===== config.mk =====
export PLATFORM = sky130hd
export DESIGN_NAME = ex_unit_top
export DESIGN_NICKNAME = d
export VERILOG_FILES = /design/src/hdl/mips_isa_pkg.sv /design/src/hdl/mips_pipe_pkg.sv /design/src/hdl/id_ex_if.sv /design/src/hdl/alu.sv /design/src/hdl/alu_decoder.sv /design/src/hdl/ex_unit_top.sv /design/src/hdl/execute.sv /design/src/hdl/pipe_reg.sv
export VERILOG_INCLUDE_DIRS = /design/src /design/src/hdl
export SDC_FILE = /design/constraint.sdc
export NUM_CORES = 1
export LEC_CHECK = 0
export BUFFER_PORTS_ARGS = -buffer_cell sky130_fd_sc_hd__buf_2
export CAP_MARGIN = 30
export CELL_PAD_IN_SITES_DETAIL_PLACEMENT = 1
export CELL_PAD_IN_SITES_GLOBAL_PLACEMENT = 1
export CORE_ASPECT_RATIO = 1.5
export CORE_MARGIN = 2
export CORE_UTILIZATION = 35
export CTS_BUF_LIST = sky130_fd_sc_hd__clkbuf_16
export CTS_CLUSTER_DIAMETER = 40
export DETAILED_ROUTE_END_ITERATION = 16
export PLACE_DENSITY = 0.62
export RECOVER_POWER = 100
export SLEW_MARGIN = 25
export SYNTH_ARGS = -nofsm -noshare
export SYNTH_HDL_FRONTEND = slang
export SYNTH_SLANG_ARGS = --single-unit
export TNS_END_PERCENT = 20

===== constraint.sdc =====
create_clock -name i_clk -period 6.29 [get_ports i_clk]
set_input_delay 0.3145 -clock i_clk [delete_from_list [all_inputs] [get_ports i_clk]]
set_output_delay 0.3145 -clock i_clk [all_outputs]
set_load 0.02 [all_outputs]

===== src/hdl/mips_cfg.svh =====
/*
 * Widths for the MIPS execute slice.
 * The funct field is cut from the low bits of the immediate,
 * so MIPS_FUNCT_W must stay below MIPS_XLEN.
 */
`ifndef MIPS_CFG_SVH
`define MIPS_CFG_SVH

`define MIPS_XLEN    32
`define MIPS_RA_W    5
`define MIPS_SHAMT_W 5
`define MIPS_FUNCT_W 6

`endif


===== src/hdl/mips_isa_pkg.sv =====
/*
 * Encodings seen by the ISA side of the execute stage.
 * Function codes outside funct_e decode to add.
 */
`include "mips_cfg.svh"

package mips_isa_pkg;

	// operation class handed over by the main decoder
	typedef enum logic [1:0] {
		alu_op_mem    = 2'b00,
		alu_op_branch = 2'b01,
		alu_op_rtype  = 2'b10,
		alu_op_slti   = 2'b11
	} alu_op_t;

	// alu control, classic MIPS codes plus the shifts
	typedef enum logic [3:0] {
		alu_ctrl_and = 4'b0000,
		alu_ctrl_or  = 4'b0001,
		alu_ctrl_add = 4'b0010,
		alu_ctrl_sub = 4'b0110,
		alu_ctrl_slt = 4'b0111,
		alu_ctrl_sll = 4'b1000,
		alu_ctrl_srl = 4'b1001,
		alu_ctrl_sra = 4'b1010,
		alu_ctrl_nor = 4'b1100
	} alu_ctrl_t;

	// r-type funct field
	typedef enum logic [`MIPS_FUNCT_W-1:0] {
		funct_sll  = 6'b000000,
		funct_srl  = 6'b000010,
		funct_sra  = 6'b000011,
		funct_add  = 6'b100000,
		funct_addu = 6'b100001,
		funct_sub  = 6'b100010,
		funct_subu = 6'b100011,
		funct_and  = 6'b100100,
		funct_or   = 6'b100101,
		funct_nor  = 6'b100111,
		funct_slt  = 6'b101010
	} funct_e;

endpackage


===== src/hdl/mips_pipe_pkg.sv =====
/*
 * Control groups and stage payloads of the pipeline.
 * An all-zero word is a bubble: no memory access, no register write.
 */
`include "mips_cfg.svh"

package mips_pipe_pkg;

	typedef struct packed {
		logic                  regdst;
		logic                  alusrc;
		mips_isa_pkg::alu_op_t alu_op;
	} ex_ctrl_t;

	typedef struct packed {
		logic branch;
		logic memread;
		logic memwrite;
	} mem_ctrl_t;

	typedef struct packed {
		logic regwrite;
		logic memtoreg;
	} wb_ctrl_t;

	// decode to execute
	typedef struct packed {
		ex_ctrl_t                 ex_ctrl;
		mem_ctrl_t                mem_ctrl;
		wb_ctrl_t                 wb_ctrl;
		logic [`MIPS_XLEN-1:0]    pc4;
		logic [`MIPS_XLEN-1:0]    rs_data;
		logic [`MIPS_XLEN-1:0]    rt_data;
		logic [`MIPS_XLEN-1:0]    imm;
		logic [`MIPS_SHAMT_W-1:0] shamt;
		logic [`MIPS_RA_W-1:0]    rt_addr;
		logic [`MIPS_RA_W-1:0]    rd_addr;
	} id_ex_t;

	// execute to memory
	typedef struct packed {
		mem_ctrl_t             mem_ctrl;
		wb_ctrl_t              wb_ctrl;
		logic [`MIPS_XLEN-1:0] branch_target;
		logic                  zero;
		logic [`MIPS_XLEN-1:0] alu_result;
		logic [`MIPS_XLEN-1:0] rt_data;
		logic [`MIPS_RA_W-1:0] wr_addr;
	} ex_mem_t;

endpackage


===== src/hdl/id_ex_if.sv =====
/*
 * Registered ID/EX word, one field per signal.
 * No handshake, contents are valid every cycle.
 */
`timescale 1ns/1ps
`include "mips_cfg.svh"

interface id_ex_if ();
	import mips_pipe_pkg::*;

	ex_ctrl_t                 ex_ctrl;
	mem_ctrl_t                mem_ctrl;
	wb_ctrl_t                 wb_ctrl;
	logic [`MIPS_XLEN-1:0]    pc4;
	logic [`MIPS_XLEN-1:0]    rs_data;
	logic [`MIPS_XLEN-1:0]    rt_data;
	logic [`MIPS_XLEN-1:0]    imm;
	logic [`MIPS_SHAMT_W-1:0] shamt;
	logic [`MIPS_RA_W-1:0]    rt_addr;
	logic [`MIPS_RA_W-1:0]    rd_addr;

	// pipeline register side
	modport src (
		output ex_ctrl, mem_ctrl, wb_ctrl, pc4, rs_data, rt_data,
		output imm, shamt, rt_addr, rd_addr
	);

	// execute stage side
	modport dst (
		input ex_ctrl, mem_ctrl, wb_ctrl, pc4, rs_data, rt_data,
		input imm, shamt, rt_addr, rd_addr
	);

endinterface


===== src/hdl/alu.sv =====
/*
 * Integer ALU of the execute stage.
 * Shifts move i_b by i_shamt, never by a register value.
 * slt compares signed. Add and sub wrap without overflow flag.
 */
`timescale 1ns/1ps
`include "mips_cfg.svh"

module alu (
	input  logic [`MIPS_XLEN-1:0]    i_a,
	input  logic [`MIPS_XLEN-1:0]    i_b,
	input  logic [`MIPS_SHAMT_W-1:0] i_shamt,
	input  mips_isa_pkg::alu_ctrl_t  i_ctrl,
	output logic [`MIPS_XLEN-1:0]    o_result,
	output logic                     o_zero
);
	import mips_isa_pkg::*;

	logic less;

	assign less = $signed(i_a) < $signed(i_b);

	// ========================================
	// operation select
	// ========================================
	always_comb begin
		case (i_ctrl)
			alu_ctrl_and: o_result = i_a & i_b;
			alu_ctrl_or:  o_result = i_a | i_b;
			alu_ctrl_nor: o_result = ~(i_a | i_b);
			alu_ctrl_add: o_result = i_a + i_b;
			alu_ctrl_sub: o_result = i_a - i_b;
			alu_ctrl_slt: o_result = {{(`MIPS_XLEN-1){1'b0}}, less};
			alu_ctrl_sll: o_result = i_b << i_shamt;
			alu_ctrl_srl: o_result = i_b >> i_shamt;
			// arithmetic shift keeps the sign of rt
			alu_ctrl_sra: o_result = $unsigned($signed(i_b) >>> i_shamt);
			default:      o_result = '0;
		endcase
	end

	// used by beq
	assign o_zero = (o_result == '0);

endmodule


===== src/hdl/alu_decoder.sv =====
/*
 * Second-level ALU decode from operation class and funct.
 * addu/subu behave as add/sub, no overflow trap exists.
 * Unknown funct codes fall back to add.
 */
`timescale 1ns/1ps
`include "mips_cfg.svh"

module alu_decoder (
	input  mips_isa_pkg::alu_op_t     i_alu_op,
	input  logic [`MIPS_FUNCT_W-1:0]  i_funct,
	output mips_isa_pkg::alu_ctrl_t   o_alu_ctrl
);
	import mips_isa_pkg::*;

	always_comb begin
		case (i_alu_op)
			// address calculation for lw/sw
			alu_op_mem:    o_alu_ctrl = alu_ctrl_add;
			// beq compares by subtracting
			alu_op_branch: o_alu_ctrl = alu_ctrl_sub;
			alu_op_slti:   o_alu_ctrl = alu_ctrl_slt;
			default: begin
				// r-type, look at funct
				case (i_funct)
					funct_add,
					funct_addu: o_alu_ctrl = alu_ctrl_add;
					funct_sub,
					funct_subu: o_alu_ctrl = alu_ctrl_sub;
					funct_and:  o_alu_ctrl = alu_ctrl_and;
					funct_or:   o_alu_ctrl = alu_ctrl_or;
					funct_nor:  o_alu_ctrl = alu_ctrl_nor;
					funct_slt:  o_alu_ctrl = alu_ctrl_slt;
					funct_sll:  o_alu_ctrl = alu_ctrl_sll;
					funct_srl:  o_alu_ctrl = alu_ctrl_srl;
					funct_sra:  o_alu_ctrl = alu_ctrl_sra;
					default:    o_alu_ctrl = alu_ctrl_add;
				endcase
			end
		endcase
	end

endmodule


===== src/hdl/ex_unit_top.sv =====
/*
 * Execute slice top, ID/EX register then execute stage.
 * Two cycle latency, no back-pressure. i_flush turns the incoming
 * word into an all-zero bubble.
 */
`timescale 1ns/1ps
`include "mips_cfg.svh"

module ex_unit_top (
	input  logic                     i_clk,
	input  logic                     i_rst_n,
	input  logic                     i_flush,
	// decoded controls
	input  logic                     i_regdst,
	input  logic                     i_alusrc,
	input  logic [1:0]               i_alu_op,
	input  logic                     i_branch,
	input  logic                     i_memread,
	input  logic                     i_memwrite,
	input  logic                     i_regwrite,
	input  logic                     i_memtoreg,
	// operands from decode
	input  logic [`MIPS_XLEN-1:0]    i_pc4,
	input  logic [`MIPS_XLEN-1:0]    i_rs_data,
	input  logic [`MIPS_XLEN-1:0]    i_rt_data,
	input  logic [`MIPS_XLEN-1:0]    i_imm,
	input  logic [`MIPS_SHAMT_W-1:0] i_shamt,
	input  logic [`MIPS_RA_W-1:0]    i_rt_addr,
	input  logic [`MIPS_RA_W-1:0]    i_rd_addr,
	// EX/MEM contents
	output logic                     o_branch,
	output logic                     o_memread,
	output logic                     o_memwrite,
	output logic                     o_regwrite,
	output logic                     o_memtoreg,
	output logic [`MIPS_XLEN-1:0]    o_branch_target,
	output logic                     o_zero,
	output logic [`MIPS_XLEN-1:0]    o_alu_result,
	output logic [`MIPS_XLEN-1:0]    o_rt_data,
	output logic [`MIPS_RA_W-1:0]    o_wr_addr
);
	import mips_isa_pkg::*;
	import mips_pipe_pkg::*;

	id_ex_t  idex_d;
	id_ex_t  idex_q;
	ex_mem_t exmem;

	// pack decode side ports
	assign idex_d.ex_ctrl.regdst    = i_regdst;
	assign idex_d.ex_ctrl.alusrc    = i_alusrc;
	assign idex_d.ex_ctrl.alu_op    = alu_op_t'(i_alu_op);
	assign idex_d.mem_ctrl.branch   = i_branch;
	assign idex_d.mem_ctrl.memread  = i_memread;
	assign idex_d.mem_ctrl.memwrite = i_memwrite;
	assign idex_d.wb_ctrl.regwrite  = i_regwrite;
	assign idex_d.wb_ctrl.memtoreg  = i_memtoreg;
	assign idex_d.pc4               = i_pc4;
	assign idex_d.rs_data           = i_rs_data;
	assign idex_d.rt_data           = i_rt_data;
	assign idex_d.imm               = i_imm;
	assign idex_d.shamt             = i_shamt;
	assign idex_d.rt_addr           = i_rt_addr;
	assign idex_d.rd_addr           = i_rd_addr;

	pipe_reg #(
		.T         (id_ex_t),
		.BUBBLE_EN (1'b1)
	) u_idex_reg (
		.i_clk    (i_clk),
		.i_rst_n  (i_rst_n),
		.i_bubble (i_flush),
		.i_d      (idex_d),
		.o_q      (idex_q)
	);

	// ID/EX register drives the source side of the bundle
	id_ex_if u_idex ();

	assign u_idex.ex_ctrl  = idex_q.ex_ctrl;
	assign u_idex.mem_ctrl = idex_q.mem_ctrl;
	assign u_idex.wb_ctrl  = idex_q.wb_ctrl;
	assign u_idex.pc4      = idex_q.pc4;
	assign u_idex.rs_data  = idex_q.rs_data;
	assign u_idex.rt_data  = idex_q.rt_data;
	assign u_idex.imm      = idex_q.imm;
	assign u_idex.shamt    = idex_q.shamt;
	assign u_idex.rt_addr  = idex_q.rt_addr;
	assign u_idex.rd_addr  = idex_q.rd_addr;

	execute u_execute (
		.i_clk   (i_clk),
		.i_rst_n (i_rst_n),
		.i_idex  (u_idex.dst),
		.o_exmem (exmem)
	);

	// unpack for the memory stage
	assign o_branch        = exmem.mem_ctrl.branch;
	assign o_memread       = exmem.mem_ctrl.memread;
	assign o_memwrite      = exmem.mem_ctrl.memwrite;
	assign o_regwrite      = exmem.wb_ctrl.regwrite;
	assign o_memtoreg      = exmem.wb_ctrl.memtoreg;
	assign o_branch_target = exmem.branch_target;
	assign o_zero          = exmem.zero;
	assign o_alu_result    = exmem.alu_result;
	assign o_rt_data       = exmem.rt_data;
	assign o_wr_addr       = exmem.wr_addr;

endmodule


===== src/hdl/execute.sv =====
/*
 * Execute stage plus the EX/MEM register behind it.
 * Result appears on o_exmem one clock after the ID/EX word.
 * funct comes from imm[5:0], so decode must sign-extend the full
 * instruction low half for r-type too.
 */
`timescale 1ns/1ps
`include "mips_cfg.svh"

module execute (
	input  logic                   i_clk,
	input  logic                   i_rst_n,
	id_ex_if.dst                   i_idex,
	output mips_pipe_pkg::ex_mem_t o_exmem
);
	import mips_isa_pkg::*;
	import mips_pipe_pkg::*;

	logic [`MIPS_XLEN-1:0] branch_target;
	logic [`MIPS_XLEN-1:0] alu_b;
	logic [`MIPS_RA_W-1:0] wr_addr;
	alu_ctrl_t             alu_ctrl;
	logic [`MIPS_XLEN-1:0] alu_result;
	logic                  alu_zero;
	ex_mem_t               exmem_d;

	// ========================================
	// datapath
	// ========================================
	// word offset to byte offset
	assign branch_target = i_idex.pc4 + {i_idex.imm[`MIPS_XLEN-3:0], 2'b00};

	assign alu_b   = i_idex.ex_ctrl.alusrc ? i_idex.imm : i_idex.rt_data;
	// rd for r-type, rt for loads and immediates
	assign wr_addr = i_idex.ex_ctrl.regdst ? i_idex.rd_addr : i_idex.rt_addr;

	alu_decoder u_alu_decoder (
		.i_alu_op   (i_idex.ex_ctrl.alu_op),
		.i_funct    (i_idex.imm[`MIPS_FUNCT_W-1:0]),
		.o_alu_ctrl (alu_ctrl)
	);

	alu u_alu (
		.i_a      (i_idex.rs_data),
		.i_b      (alu_b),
		.i_shamt  (i_idex.shamt),
		.i_ctrl   (alu_ctrl),
		.o_result (alu_result),
		.o_zero   (alu_zero)
	);

	// ========================================
	// EX/MEM register
	// ========================================
	always_comb begin
		exmem_d.mem_ctrl      = i_idex.mem_ctrl;
		exmem_d.wb_ctrl       = i_idex.wb_ctrl;
		exmem_d.branch_target = branch_target;
		exmem_d.zero          = alu_zero;
		exmem_d.alu_result    = alu_result;
		exmem_d.rt_data       = i_idex.rt_data;
		exmem_d.wr_addr       = wr_addr;
	end

	pipe_reg #(
		.T         (ex_mem_t),
		.BUBBLE_EN (1'b0)
	) u_exmem_reg (
		.i_clk    (i_clk),
		.i_rst_n  (i_rst_n),
		.i_bubble (1'b0),
		.i_d      (exmem_d),
		.o_q      (o_exmem)
	);

	// ========================================
	// checks
	// ========================================
	// an unknown class or funct would quietly decode to add
	a_alu_dec_in_known: assert property (
		@(posedge i_clk) disable iff (!i_rst_n)
		!$isunknown({i_idex.ex_ctrl.alu_op, i_idex.imm[`MIPS_FUNCT_W-1:0]})
	);

	// a word is either a load or a store, never both
	a_mem_onehot: assert property (
		@(posedge i_clk) disable iff (!i_rst_n)
		!(i_idex.mem_ctrl.memread && i_idex.mem_ctrl.memwrite)
	);

endmodule


===== src/hdl/pipe_reg.sv =====
/*
 * Stage register for any packed payload, cleared by reset.
 * With BUBBLE_EN set, i_bubble loads an all-zero word. That is only a
 * safe bubble when zero means "do nothing" in every control field of T.
 * No stall input, a new word is taken every clock.
 */
`timescale 1ns/1ps

module pipe_reg #(
	parameter type T         = logic,
	parameter bit  BUBBLE_EN = 1'b0
) (
	input  logic i_clk,
	input  logic i_rst_n,
	input  logic i_bubble,
	input  T     i_d,
	output T     o_q
);

	logic take_bubble;

	// tied low in instances that never insert bubbles
	assign take_bubble = BUBBLE_EN && i_bubble;

	always_ff @(posedge i_clk or negedge i_rst_n) begin
		if (!i_rst_n) begin
			o_q <= '0;
		end else if (take_bubble) begin
			o_q <= '0;
		end else begin
			o_q <= i_d;
		end
	end

endmodule


# After elaboration in Yosys (flattened, before gate mapping)
# Cells that the tools add are included.
# totals
ram_bits	0
output_inout_bits	107
regBits	259
mem_bits_ro	0
memories	0
latchBits	0
input_bits	155
# op_classes
n_reduce_logical	5
bitwise	3
n_lt_le_gt_ge	1
mux	6
addsub	3
multipliers	0
n_shift	3
eq_ne	18
n_div	0
# op_table
op	count
$pmux 32 s9	1
$mux 152	1
$add 32x32->32	2
$eq 6x6->1 const B	6
$and 32x32->32	1
$logic_not 32->1	1
$lt 32x32->1	1
$mux 32	1
$not 32->32	1
$or 32x32->32	1
$pmux 4 s8	1
$shl 32x5->32	1
$shr 32x5->32	1
$sshr 32x5->32	1
$sub 32x32->32	1
$eq 4x4->1 const B	4
$eq 6x2->1 const B	2
$pmux 4 s3	1
$eq 4x3->1 const B	2
$logic_not 6->1	1
$mux 5	1
$eq 4x1->1 const B	1
$eq 4x2->1 const B	1
$logic_not 4->1	1
4 further kinds	4

# Longest topological paths before layout
# Gate-level depths: netlist of run 1.
# depth
word_depth	7
ltp_mapped	21
mapped_depth_nobuf	16

# Modules after synthesis
# A second synthesis of run 1 with hierarchy kept.
# hier_totals
hier_cells	2108
area_unflattened_um2	19733.9
# by_module_without_submodules
module	area_each_um2	instances	cells_per_inst
alu	9938.3	1	1391
pipe_reg at u_idex_reg	4854.7	1	320
pipe_reg at u_execute.u_exmem_reg	2677.6	1	107
execute	2072.0	1	265
alu_decoder	191.4	1	25

# Worst setup path after synthesis of run 1
# Ideal clock, no wire load.
# synth_timing
path_type	flip-flop to flip-flop
from	register u_idex_reg.o_q[150] in the netlist's numbering
to	register u_execute.u_exmem_reg.o_q[69] in the netlist's numbering
path_slack_ps	1277
arrival_ps	4918
synth_period_minus_slack_ps	5013
required_ps	6194
setup_time_ps	96
path_stages_with_launch	22
n_path_buf	8
path_cell_list	dfrtp_1 > buf_6 > buf_4 > buf_6 > buf_4 > buf_4 > buf_2 > buf_1 > mux2i_1 > ha_1 > clkbuf_1 > or3_1 > nor3_1 > and3_1 > o21ai_1 > nand3b_1 > a21boi_0 > o21ai_0 > or4bb_1 > nor4_1 > nand4_1 > nor4_2
# synth_between
elab_chain_cells	5
word_cells_on_any_way	12
classes_between	add/sub (2); order compare (1); shift (3); mux (2); bitwise (3); reduce/logical (1)
# synth_rtl
item	line	text
start, declared	pipe_reg.sv:17	output T o_q
start signal, assigned	pipe_reg.sv:31	o_q <= i_d;
$mux 32 *	execute.sv:33	assign alu_b = i_idex.ex_ctrl.alusrc ? i_idex.imm : i_idex.rt_data;
parallel branches: the longest is 2 deep, another holds $sub 32x32->32	n/a	
$pmux 32 s9 *	alu.sv:27	case (i_ctrl)
$logic_not 32->1 *	alu.sv:43	assign o_zero = (o_result == '0);
named net u_execute.alu_zero	execute.sv:24	logic alu_zero;
end signal, assigned	pipe_reg.sv:31	
end, declared	pipe_reg.sv:17	
# Mark *: on every way through the listed nets, which the timed path passes.

# Final worst setup path of run 1
# layout_timing
from	register u_idex_reg.o_q[150] in the netlist's numbering
to	register u_execute.u_exmem_reg.o_q[69] in the netlist's numbering
# layout_between
elab_chain_cells	5
word_cells_on_any_way	12
classes_between	add/sub (2); order compare (1); shift (3); mux (2); bitwise (3); reduce/logical (1)
# layout_rtl
item	line	text
$mux 32 *	execute.sv:33	
parallel branches: the longest is 2 deep, another holds $sub 32x32->32	n/a	
$pmux 32 s9 *	alu.sv:27	
named net u_execute.alu_result[6]	execute.sv:23	logic [`MIPS_XLEN-1:0] alu_result;
$logic_not 32->1 *	alu.sv:43	
named net u_execute.alu_zero	execute.sv:24	
# Marks and branches as above.

==> impl_summary.md, run 1 <==
Outcome
The flow ran to the end, but the final reports show violations. The final reports fail on max-capacitance violations, max-slew violations.

Detailed routing
Dividing the detail-routed wire length by the instance count gives 28.0 µm. The number of search-and-repair iterations in the first detailed-routing pass is 7. The ratio of routed vias to standard cells is 5.86. The remaining design rule violation count is 0. The final wirelength is approximately 96000 µm. The number of nets still failing antenna checks after routing is 0. The final route contains between 20000 and 25000 vias. The detailed router finished its first iteration with 1211 violations.

Place
The number of placed instances, taps included, is around 3200. The worst-case setup slack after placement is 0.766 ns. The detailed placer's ending HPWL is 73100 µm. Once placement finished, the instance area stood at 23200 µm². The number of buffer cells added on primary ports is 261. The last weighted congestion value of the routability-driven placer is 0.954.

STA
The final-report hold violation count came to 0. The worst setup slack after layout is 0.513 ns. Clock skew on the completed layout was measured at 0.0269 ns. Setup violations remaining at the end of the flow were counted as 0. The routed design could run at a clock period as short as 5.78 ns. The highest clock frequency the design can meet is about 170 MHz. The number of pins with negative max-slew slack in the final report is about 400. Final hold analysis gives a worst-case slack of 0.0294 ns. Measured against its own limit, the worst slew margin works out to -1.02.

The worst-margin pin slew is 3.02 ns. In the final timing run, aggregate negative setup slack is 0 ns. The final cycle utilization of the critical path is 0.918. Setup repair after global routing left no endpoint under its margin.

GRT
Across every metal layer, demand over resource in global routing totals 0.308. The number of antenna violations at the first check in global routing came to 1. The total congestion overflow after global routing is 0. The first global-routing pass estimated 143000 µm of wire. Entering global routing, the biggest net connects 155 pins. The number of global-route vias before repair is 22000.

Run
The number of violations of the max-capacitance limit is 5.

CTS
The number of buffers created by CTS is 41. The clock tree root driver cell is sky130_fd_sc_hd__clkbuf_16. The longest clock path from root to sink contains 3 buffers. After clock tree synthesis, the clock-pin slew on the worst setup and hold paths is 0.06 ns.

The clock latency on the worst-skew pair is 0.60 ns. TritonCTS built the clock tree. For this design, the sink count on the clock tree is 259.

The H-tree was split into 2 levels.

Yosys
Yosys printed 0 warnings. After synthesis, the mean cell area works out to 9.35 µm². Counting flops and latches in the post-synthesis netlist gives 259. Of all flip-flops after synthesis, the portion carrying an async set or reset was 1.00. The top flip-flop cell by instance count after synthesis is sky130_fd_sc_hd__dfrtp_1. The synthesized instance count is between 2000 and 2500.

The number of synthesized flops with an enable pin is 0. The synthesized netlist contains 101 unique library cells. The synthesized area is 21100 µm². The sequential-to-total area share from yosys stat is 0.307. The number of nets in the synthesized netlist is 2544.

Final layout
The final core area utilization is 0.434. The area growth from synthesis to layout is 23.0%. The final layout net count is 2913. The finished cells cover 25900 µm². The final-layout fill cell count is 6961.

The sequential cell area is 6490 µm². The share of post-route cells with drive strength above 1 is 0.160. The final cell count without fillers is 3442. The area of the multi-input gates is 13500 µm².

Worst setup path
The worst setup path is of the reg2reg kind. STA puts the critical path data required time at 6.78 ns. Following the worst setup path forward leads to its endpoint at u_execute.u_exmem_reg.o_q[69]. In this run the worst path has a maximum fanout of 33. The depth of the worst register-to-register path is 17. The reg-to-reg critical path startpoint is u_idex_reg.o_q[150].

The slack of the worst reg-to-reg path is roughly 0.51 ns. Data on the critical path arrives at its endpoint at 6.26 ns. The endpoint identified for the worst register-to-register timing path is u_execute.u_exmem_reg.o_q[69].

The critical path starts at u_idex_reg.o_q[150]. The category of the worst setup path capture point is a register. The kind of launch point of the worst setup path is a register.

Floorplan
The die area is 62200 µm². Measured along the y axis, the die boundary spans 305 µm. The initial utilization of the core area, before any placement, comes to 0.353.

The floorplan step set the die width to between 200 and 250 µm. between 200 and 300 I/O pins were placed. The area of the core is 59700 µm².

The floorplan has 110 rows.

Pwr
The design draws between 5 and 6 mW. For this design the static power due to leakage is between 10 and 15 nW. For this design the ratio of total power to cell area is 228 nW/µm². The peak supply drop is ~0.18 mV.

Min path
The beginning of the worst hold path is i_pc4[25]. The tightest min-delay check is of the in2reg type.
==> cell usage in the layout (no fill, tap or decap), types with 14 or more instances in the layout <==
master                          instances
sky130_fd_sc_hd__nor2b_1              175
sky130_fd_sc_hd__a211oi_1              39
sky130_fd_sc_hd__buf_4                 47
sky130_fd_sc_hd__clkbuf_1             113
sky130_fd_sc_hd__dlygate4sd3_1        152
sky130_fd_sc_hd__nor4_1                14
sky130_fd_sc_hd__nand2_1              153
sky130_fd_sc_hd__dfrtp_1              254
sky130_fd_sc_hd__inv_1                109
sky130_fd_sc_hd__a221oi_1              16
sky130_fd_sc_hd__a31oi_1               24
sky130_fd_sc_hd__o22ai_1               20
sky130_fd_sc_hd__nand2b_1              27
sky130_fd_sc_hd__nor2_1               146
sky130_fd_sc_hd__o21ai_0              101
sky130_fd_sc_hd__clkbuf_16             41
sky130_fd_sc_hd__a21oi_1              113
sky130_fd_sc_hd__o211ai_1              30
sky130_fd_sc_hd__or3_1                 17
sky130_fd_sc_hd__buf_2                152
sky130_fd_sc_hd__mux2_2                32
sky130_fd_sc_hd__a21o_1                32
sky130_fd_sc_hd__mux4_2                78
sky130_fd_sc_hd__xnor2_1               32
sky130_fd_sc_hd__ha_1                 131
sky130_fd_sc_hd__and3_1                19
sky130_fd_sc_hd__nand3_1               54
sky130_fd_sc_hd__o21bai_1              16
sky130_fd_sc_hd__nor3_1                54
sky130_fd_sc_hd__mux2i_1              144
==> state kept, by name, summed over array words and instances, names as in the netlist <==
register,count
u_idex_reg.o_q,152
u_execute.u_exmem_reg.o_q,107
==> routing by layer <==
layer,routed length [µm],track usage,part of all wire,up-vias
met3,3920,0.0346,0.041,246
li1,-,-,-,9030
met2,50400,0.561,0.52,721
met5,0,0,0,-
met4,5670,0.164,0.059,0
met1,36300,0.346,0.38,10200
==> cell type report <==
cell class,count,share of cell area
Antenna cell,1,0.0000965
Clock buffer,41,0.0396
Clock inverter,35,0.0152
Inverter,108,0.0156
Multi-Input combinational cell,1744,0.520
Sequential cell,259,0.251
Tap cell,784,0.0378
Timing Repair Buffer,470,0.121
==> worst max-delay path: stages, from the launching register on <==
cell,delay [ns]
sky130_fd_sc_hd__dfrtp_4,0.82
sky130_fd_sc_hd__mux2i_1,0.30
sky130_fd_sc_hd__inv_1,0.15
sky130_fd_sc_hd__ha_1,0.23
sky130_fd_sc_hd__inv_1,0.08
sky130_fd_sc_hd__fa_1,0.44
sky130_fd_sc_hd__nor2b_1,0.18
sky130_fd_sc_hd__o221ai_1,0.19
sky130_fd_sc_hd__a21oi_1,0.51
sky130_fd_sc_hd__a21oi_1,0.17
sky130_fd_sc_hd__xnor2_1,0.32
sky130_fd_sc_hd__o211ai_1,0.18
sky130_fd_sc_hd__or4_1,0.54
sky130_fd_sc_hd__or4_1,0.45
sky130_fd_sc_hd__nor4_1,0.37
sky130_fd_sc_hd__buf_4,0.20
sky130_fd_sc_hd__nand4_1,0.23
sky130_fd_sc_hd__nor4_1,0.31
==> kinds of logic after synthesis <==
group,synth area share
and+or+nand+nor,0.183
xor gates and xnor gates,0.0187
buffers and inverters,0.0532
adders and majority gates,0.0806
muxes,0.177
AOI/OAI and AO/OA,0.180
DFF,0.307
==> repair_timing <==
| item | CTS | global route |
|---|---|---|
| hold buffers | 152 | 0 |
| hold endpoints to repair | 191 | 0 |
| gates resized for setup | 0 | 0 |
| setup buffers | 0 | 0 |
==> worst min-delay path by stage <==
| stage | end | depth (start not counted) |
|---|---|---|
| 2_1_floorplan | u_execute.u_exmem_reg.o_q[0] | 0 |
| 3_3_place_gp | u_idex_reg.o_q[90] | 1 |
| 3_5_place_dp | u_idex_reg.o_q[90] | 1 |
| 4_1_cts | u_idex_reg.o_q[136] | 2 |
| 5_1_grt | u_idex_reg.o_q[136] | 2 |
| 6_report | u_idex_reg.o_q[136] | 2 |
==> where the power goes <==
group / total, mW / switching [mW] / internal [mW]
combinational: 1.65 / 1.03 / 0.623
clock: 2.30 / 0.965 / 1.33
sequential: 1.96 / 0.158 / 1.80
==> cell usage after synthesis (14+ instances only) <==
library cell | instances | area share
sky130_fd_sc_hd__a21o_1 | 33 | 0.012
sky130_fd_sc_hd__inv_1 | 104 | 0.019
sky130_fd_sc_hd__clkbuf_1 | 80 | 0.014
sky130_fd_sc_hd__xnor2_1 | 32 | 0.013
sky130_fd_sc_hd__nand2b_1 | 27 | 0.0080
sky130_fd_sc_hd__a31oi_1 | 24 | 0.0071
sky130_fd_sc_hd__o22ai_1 | 20 | 0.0059
sky130_fd_sc_hd__mux2_2 | 34 | 0.018
sky130_fd_sc_hd__nor4_1 | 14 | 0.0042
sky130_fd_sc_hd__o21ai_0 | 98 | 0.023
sky130_fd_sc_hd__nand2_1 | 153 | 0.027
sky130_fd_sc_hd__and3_1 | 19 | 0.0056
sky130_fd_sc_hd__o21bai_1 | 16 | 0.0057
sky130_fd_sc_hd__a211oi_1 | 39 | 0.014
sky130_fd_sc_hd__dfrtp_1 | 259 | 0.31
sky130_fd_sc_hd__buf_2 | 25 | 0.0059
sky130_fd_sc_hd__mux2i_1 | 143 | 0.068
sky130_fd_sc_hd__buf_1 | 16 | 0.0028
sky130_fd_sc_hd__or3_1 | 17 | 0.0050
sky130_fd_sc_hd__ha_1 | 131 | 0.078
sky130_fd_sc_hd__nand3_1 | 54 | 0.013
sky130_fd_sc_hd__o21ai_1 | 16 | 0.0038
sky130_fd_sc_hd__nor2b_1 | 175 | 0.052
sky130_fd_sc_hd__nor2_1 | 146 | 0.026
sky130_fd_sc_hd__a21oi_1 | 114 | 0.027
sky130_fd_sc_hd__mux4_2 | 78 | 0.083
sky130_fd_sc_hd__nor3_1 | 55 | 0.013
sky130_fd_sc_hd__o211ai_1 | 30 | 0.011
sky130_fd_sc_hd__a221oi_1 | 16 | 0.0066
(Power assumes the default switching activity.)
==> run 2, diff against run 1 <==
--- a/config.mk
+++ b/config.mk
@@ -6,6 +6,7 @@
 export SDC_FILE = /design/constraint.sdc
 export NUM_CORES = 1
 export LEC_CHECK = 0
+export ABC_AREA = 1
 export BUFFER_PORTS_ARGS = -buffer_cell sky130_fd_sc_hd__buf_2
 export CAP_MARGIN = 30
 export CELL_PAD_IN_SITES_DETAIL_PLACEMENT = 1
@@ -16,7 +17,7 @@
 export CTS_BUF_LIST = sky130_fd_sc_hd__clkbuf_16
 export CTS_CLUSTER_DIAMETER = 40
 export DETAILED_ROUTE_END_ITERATION = 16
-export PLACE_DENSITY = 0.62
+export PLACE_DENSITY = 0.67
 export RECOVER_POWER = 100
 export SLEW_MARGIN = 25
 export SYNTH_ARGS = -nofsm -noshare
==> impl_summary.md, run 2 <==
STA
The final cycle utilization of the critical path is 0.816. The worst-margin pin slew is approximately 3.9 ns. The final-report hold violation count is 0. The setup TNS is 0 ns.

In this run the tightest slew margin relative to its limit is -1.59. The final setup violation count is 0. On the final layout, the worst clock skew is 0.0395 ns. The number of pins with negative max-slew slack in the final report came to 317. Static timing analysis puts the maximum clock frequency at about 200 MHz.

For the finished layout, the period the worst path requires is about 5.1 ns. Setup repair after global routing left no endpoint under its margin.

Worst setup path
Data arrives at the worst endpoint at around 5.6 ns. For the worst setup path, the data required time is 6.80 ns. The highest fanout seen on the critical path is 34. The setup path with the least slack is of type reg2reg. The worst setup path is launched from a register. The category of the worst setup path capture point is a register.

Floorplan
The floorplan has 108 rows. In this run the standard cell core region covers a little under 60000 µm². The starting density of the core is 0.354. The die boundary width is 202 µm. In this run the count of I/O pins placed on the die edge is 262. The die is 301 µm tall. The die covers 60700 µm².

CTS
The CTS sink count is around 260. The clock latency on the worst-skew pair is 0.60 ns. The number of buffers between clock root and the deepest sink is 3. In this run, CTS created clock tree buffers numbering 39.

The CTS tree is built. Clock-pin slew was measured on the worst setup and hold paths at 0.07 ns. The cell sitting at the root of the clock tree is a sky130_fd_sc_hd__clkbuf_16.

The CTS H-tree depth is 2.

Final layout
The final cell count without fillers is 4388. At the end of the flow the core is filled with cells to 0.434. The repair_antennas step left the layout with diodes totalling 0. Leaving out fill and tap cells, the most frequent cell in the layout is sky130_fd_sc_hd__nand2_1. The register with the most flip-flops in the layout has 152 of them. In the final layout, the registers with the most flip-flops are u_idex_reg.o_q: 152 flops, u_execute.u_exmem_reg.o_q: 107 flops.

The final layout net count is 3877. The register with the most flip-flops in the final layout is u_idex_reg.o_q. The growth of design area from synthesis to finish is 22.6%. In the layout the commonest cells are sky130_fd_sc_hd__nand2_1, sky130_fd_sc_hd__nand3_1, sky130_fd_sc_hd__inv_1, sky130_fd_sc_hd__nor2_1, sky130_fd_sc_hd__dfrtp_1. In the final layout, the share of cells above drive strength 1 is 0.0777.

Place
Buffers placed on the I/O ports in this run total about 260. Counting tap cells, the placed design contains a total of 4164 instances. At the end of routability-driven placement, the weighted congestion stood at 0.993. The wire-length estimate of the detail-placed layout is 78500 µm.

GRT
In the global route stage, overall resource usage came out at 0.337. Summed over all layers, the global routing overflow is 0. The first-pass GRT wire length is between 150000 and 200000 µm.

The number of global-route vias before repair came to roughly 25000. Entering global routing, the biggest net connects 162 pins. The number of antenna violations at the first check in global routing is 0.

Pwr
The worst-case IR drop observed on VDD is 0.235 mV. The internal power is 3.57 mW. Of the total power, the clock network draws 0.375. In this run the power density over the cells is roughly 230 nW/µm². The cell leakage power is 13.9 nW. The switching power share of the total is 0.389. Of the total power, registers draw 0.322.

The share of power burned in combinational logic is 0.303. The switching power total is 2.28 mW.

Min path
The class of the tightest hold or removal check is reg2reg.

Yosys
In this run the mean area of a mapped cell was 6.34 µm². Sorting the synthesized cells by how often they occur yields sky130_fd_sc_hd__nand2_1, sky130_fd_sc_hd__nand3_1, sky130_fd_sc_hd__inv_1. For this run, the leading register cell type out of synthesis is sky130_fd_sc_hd__dfrtp_1. The cell with the most instances after synthesis is sky130_fd_sc_hd__nand2_1. The synthesized design contains 0 enable-type register cells.

The dominant cell type by area after synthesis is sky130_fd_sc_hd__dfrtp_1. The synthesized area is just over 20000 µm². After synthesis, the cell types taking the most area are sky130_fd_sc_hd__dfrtp_1, sky130_fd_sc_hd__nand2_1, sky130_fd_sc_hd__nand3_1. For this run, the register share of the synthesized area comes to 0.315.

The share of synthesized area in the top cell type comes to 0.315. After synthesis, the netlist uses between 40 and 50 different library cells. The number of nets in the synthesized netlist is 3530.

The number of synthesized register bits is 259. In the synthesized netlist the async set-or-reset flop fraction comes to 1.00. The Yosys warning count is 0.

The synthesized instance count is 3241.

Detailed routing
The via count is around 23000. In the routed design, unresolved DRC markers number 0. The average wire length per cell after detail routing is 23.3 µm. The ratio of routed vias to standard cells is 5.21. The first routing iteration left 1136 violations. The final wirelength is 102000 µm. The first detailed-routing pass ran for 5 iterations. The number of nets still failing antenna checks after routing is 0.

Outcome
The checks that failed: max-capacitance violations, max-slew violations. The flow ran to the end, but the final reports show violations.

Run
Max-cap violations in this run came to 3.
## run 2: cell count changes in the layout (fill, tap and decap cells not counted), moves of 144 or more
| cell | previous run | this run |
|---|---|---|
| sky130_fd_sc_hd__nor2_1 | 146 | 409 |
| sky130_fd_sc_hd__mux2i_1 | 144 | 0 |
| sky130_fd_sc_hd__nand2_1 | 153 | 873 |
| sky130_fd_sc_hd__nand3_1 | 54 | 592 |
| sky130_fd_sc_hd__nor2b_1 | 175 | 0 |
| sky130_fd_sc_hd__inv_1 | 109 | 507 |
## run 2: routing by layer
metal,global-route usage,part of all wire,vias to the layer above
met5,0,0,-
met4,0.193,0.065,0
met3,0.0450,0.040,241
met2,0.636,0.53,657
met1,0.356,0.37,11100
li1,-,-,10800
## run 2: what timing repair did
item,CTS,global route
gates resized for setup,0,0
setup buffers,0,0
hold buffers,153,0
hold endpoints to repair,250,0
## run 2: cells by family after synthesis
family / share of synthesized area
buffers and inverters: 0.121
XOR/XNOR: 0.0196
flip-flops: 0.315
multiplexers: 0.00274
AO/OA/AOI/OAI: 0.0529
AND/OR/NAND/NOR: 0.405
adder cells (fa/ha/maj): 0.0827
## run 2: layout make-up
| class | count | area [µm²] |
|---|---|---|
| timing repair buffer | 434 | 2900 |
| clock inverter | 32 | 329 |
| multi-input combinational | 2338 | 11600 |
| tap | 770 | 963 |
| fill | 7662 | 32800 |
| sequential | 259 | 6480 |
| clock buffer | 39 | 976 |
| inverter | 516 | 1940 |
## run 2: through the flow
| stage | setup slack, ns | hold WS [ns] | power (mW) | cell area, µm² |
|---|---|---|---|---|
| floorplan | 3.34 | 0.0189 | 2.90 | 20500 |
| global placement | 1.69 | 0.332 | 3.57 | 22400 |
| detailed placement | 1.61 | 0.336 | 3.59 | 22500 |
| CTS | 1.60 | 0.328 | 5.88 | 25300 |
| global route | 0.776 | 0.368 | 6.12 | 25200 |
| finish | 1.16 | 0.349 | 5.85 | 25200 |
## run 2: power groups by stage
stage               logic, mW  registers [mW]  clock network (mW)
floorplan               0.905            1.99                   0
global placement         1.66            1.91                   0
detailed placement       1.69            1.91                   0
CTS                      1.77            1.88                2.23
global route             1.93            1.90                2.30
finish                   1.77            1.88                2.19
## run 2: path summary, 6_finish.rpt
kind / startpoint / to / slack (ns) / depth (start not counted)
max: u_idex_reg.o_q[150] / u_execute.u_exmem_reg.o_q[69] / 1.16 / 20
min reg2reg: u_idex_reg.o_q[145] / u_execute.u_exmem_reg.o_q[104] / 0.35 / 0
max reg2reg: u_idex_reg.o_q[150] / u_execute.u_exmem_reg.o_q[69] / 1.16 / 20
min: u_idex_reg.o_q[145] / u_execute.u_exmem_reg.o_q[104] / 0.35 / 0
min in group asynchronous: i_rst_n / u_idex_reg.o_q[42] / 0.41 / 2
max in group asynchronous: i_rst_n / u_idex_reg.o_q[86] / 1.62 / 3
## run 2: worst max-delay path, stage by stage (launching register included)
cell and delay [ns]:
sky130_fd_sc_hd__dfrtp_1 0.35, sky130_fd_sc_hd__buf_4 0.24, sky130_fd_sc_hd__inv_1 0.94, sky130_fd_sc_hd__nand2_1 0.24
sky130_fd_sc_hd__nand2_1 0.20, sky130_fd_sc_hd__inv_1 0.08, sky130_fd_sc_hd__ha_1 0.67, sky130_fd_sc_hd__nand2_1 0.22
sky130_fd_sc_hd__nor2_1 0.33, sky130_fd_sc_hd__nand2_1 0.24, sky130_fd_sc_hd__nor3_1 0.19, sky130_fd_sc_hd__nand2_1 0.18
sky130_fd_sc_hd__a21oi_1 0.19, sky130_fd_sc_hd__nor2_1 0.09, sky130_fd_sc_hd__nor2_1 0.16, sky130_fd_sc_hd__nand3_1 0.14
sky130_fd_sc_hd__nor2_1 0.16, sky130_fd_sc_hd__nand2_1 0.07, sky130_fd_sc_hd__nor2_1 0.15, sky130_fd_sc_hd__nand2_1 0.10
sky130_fd_sc_hd__nor2_1 0.11
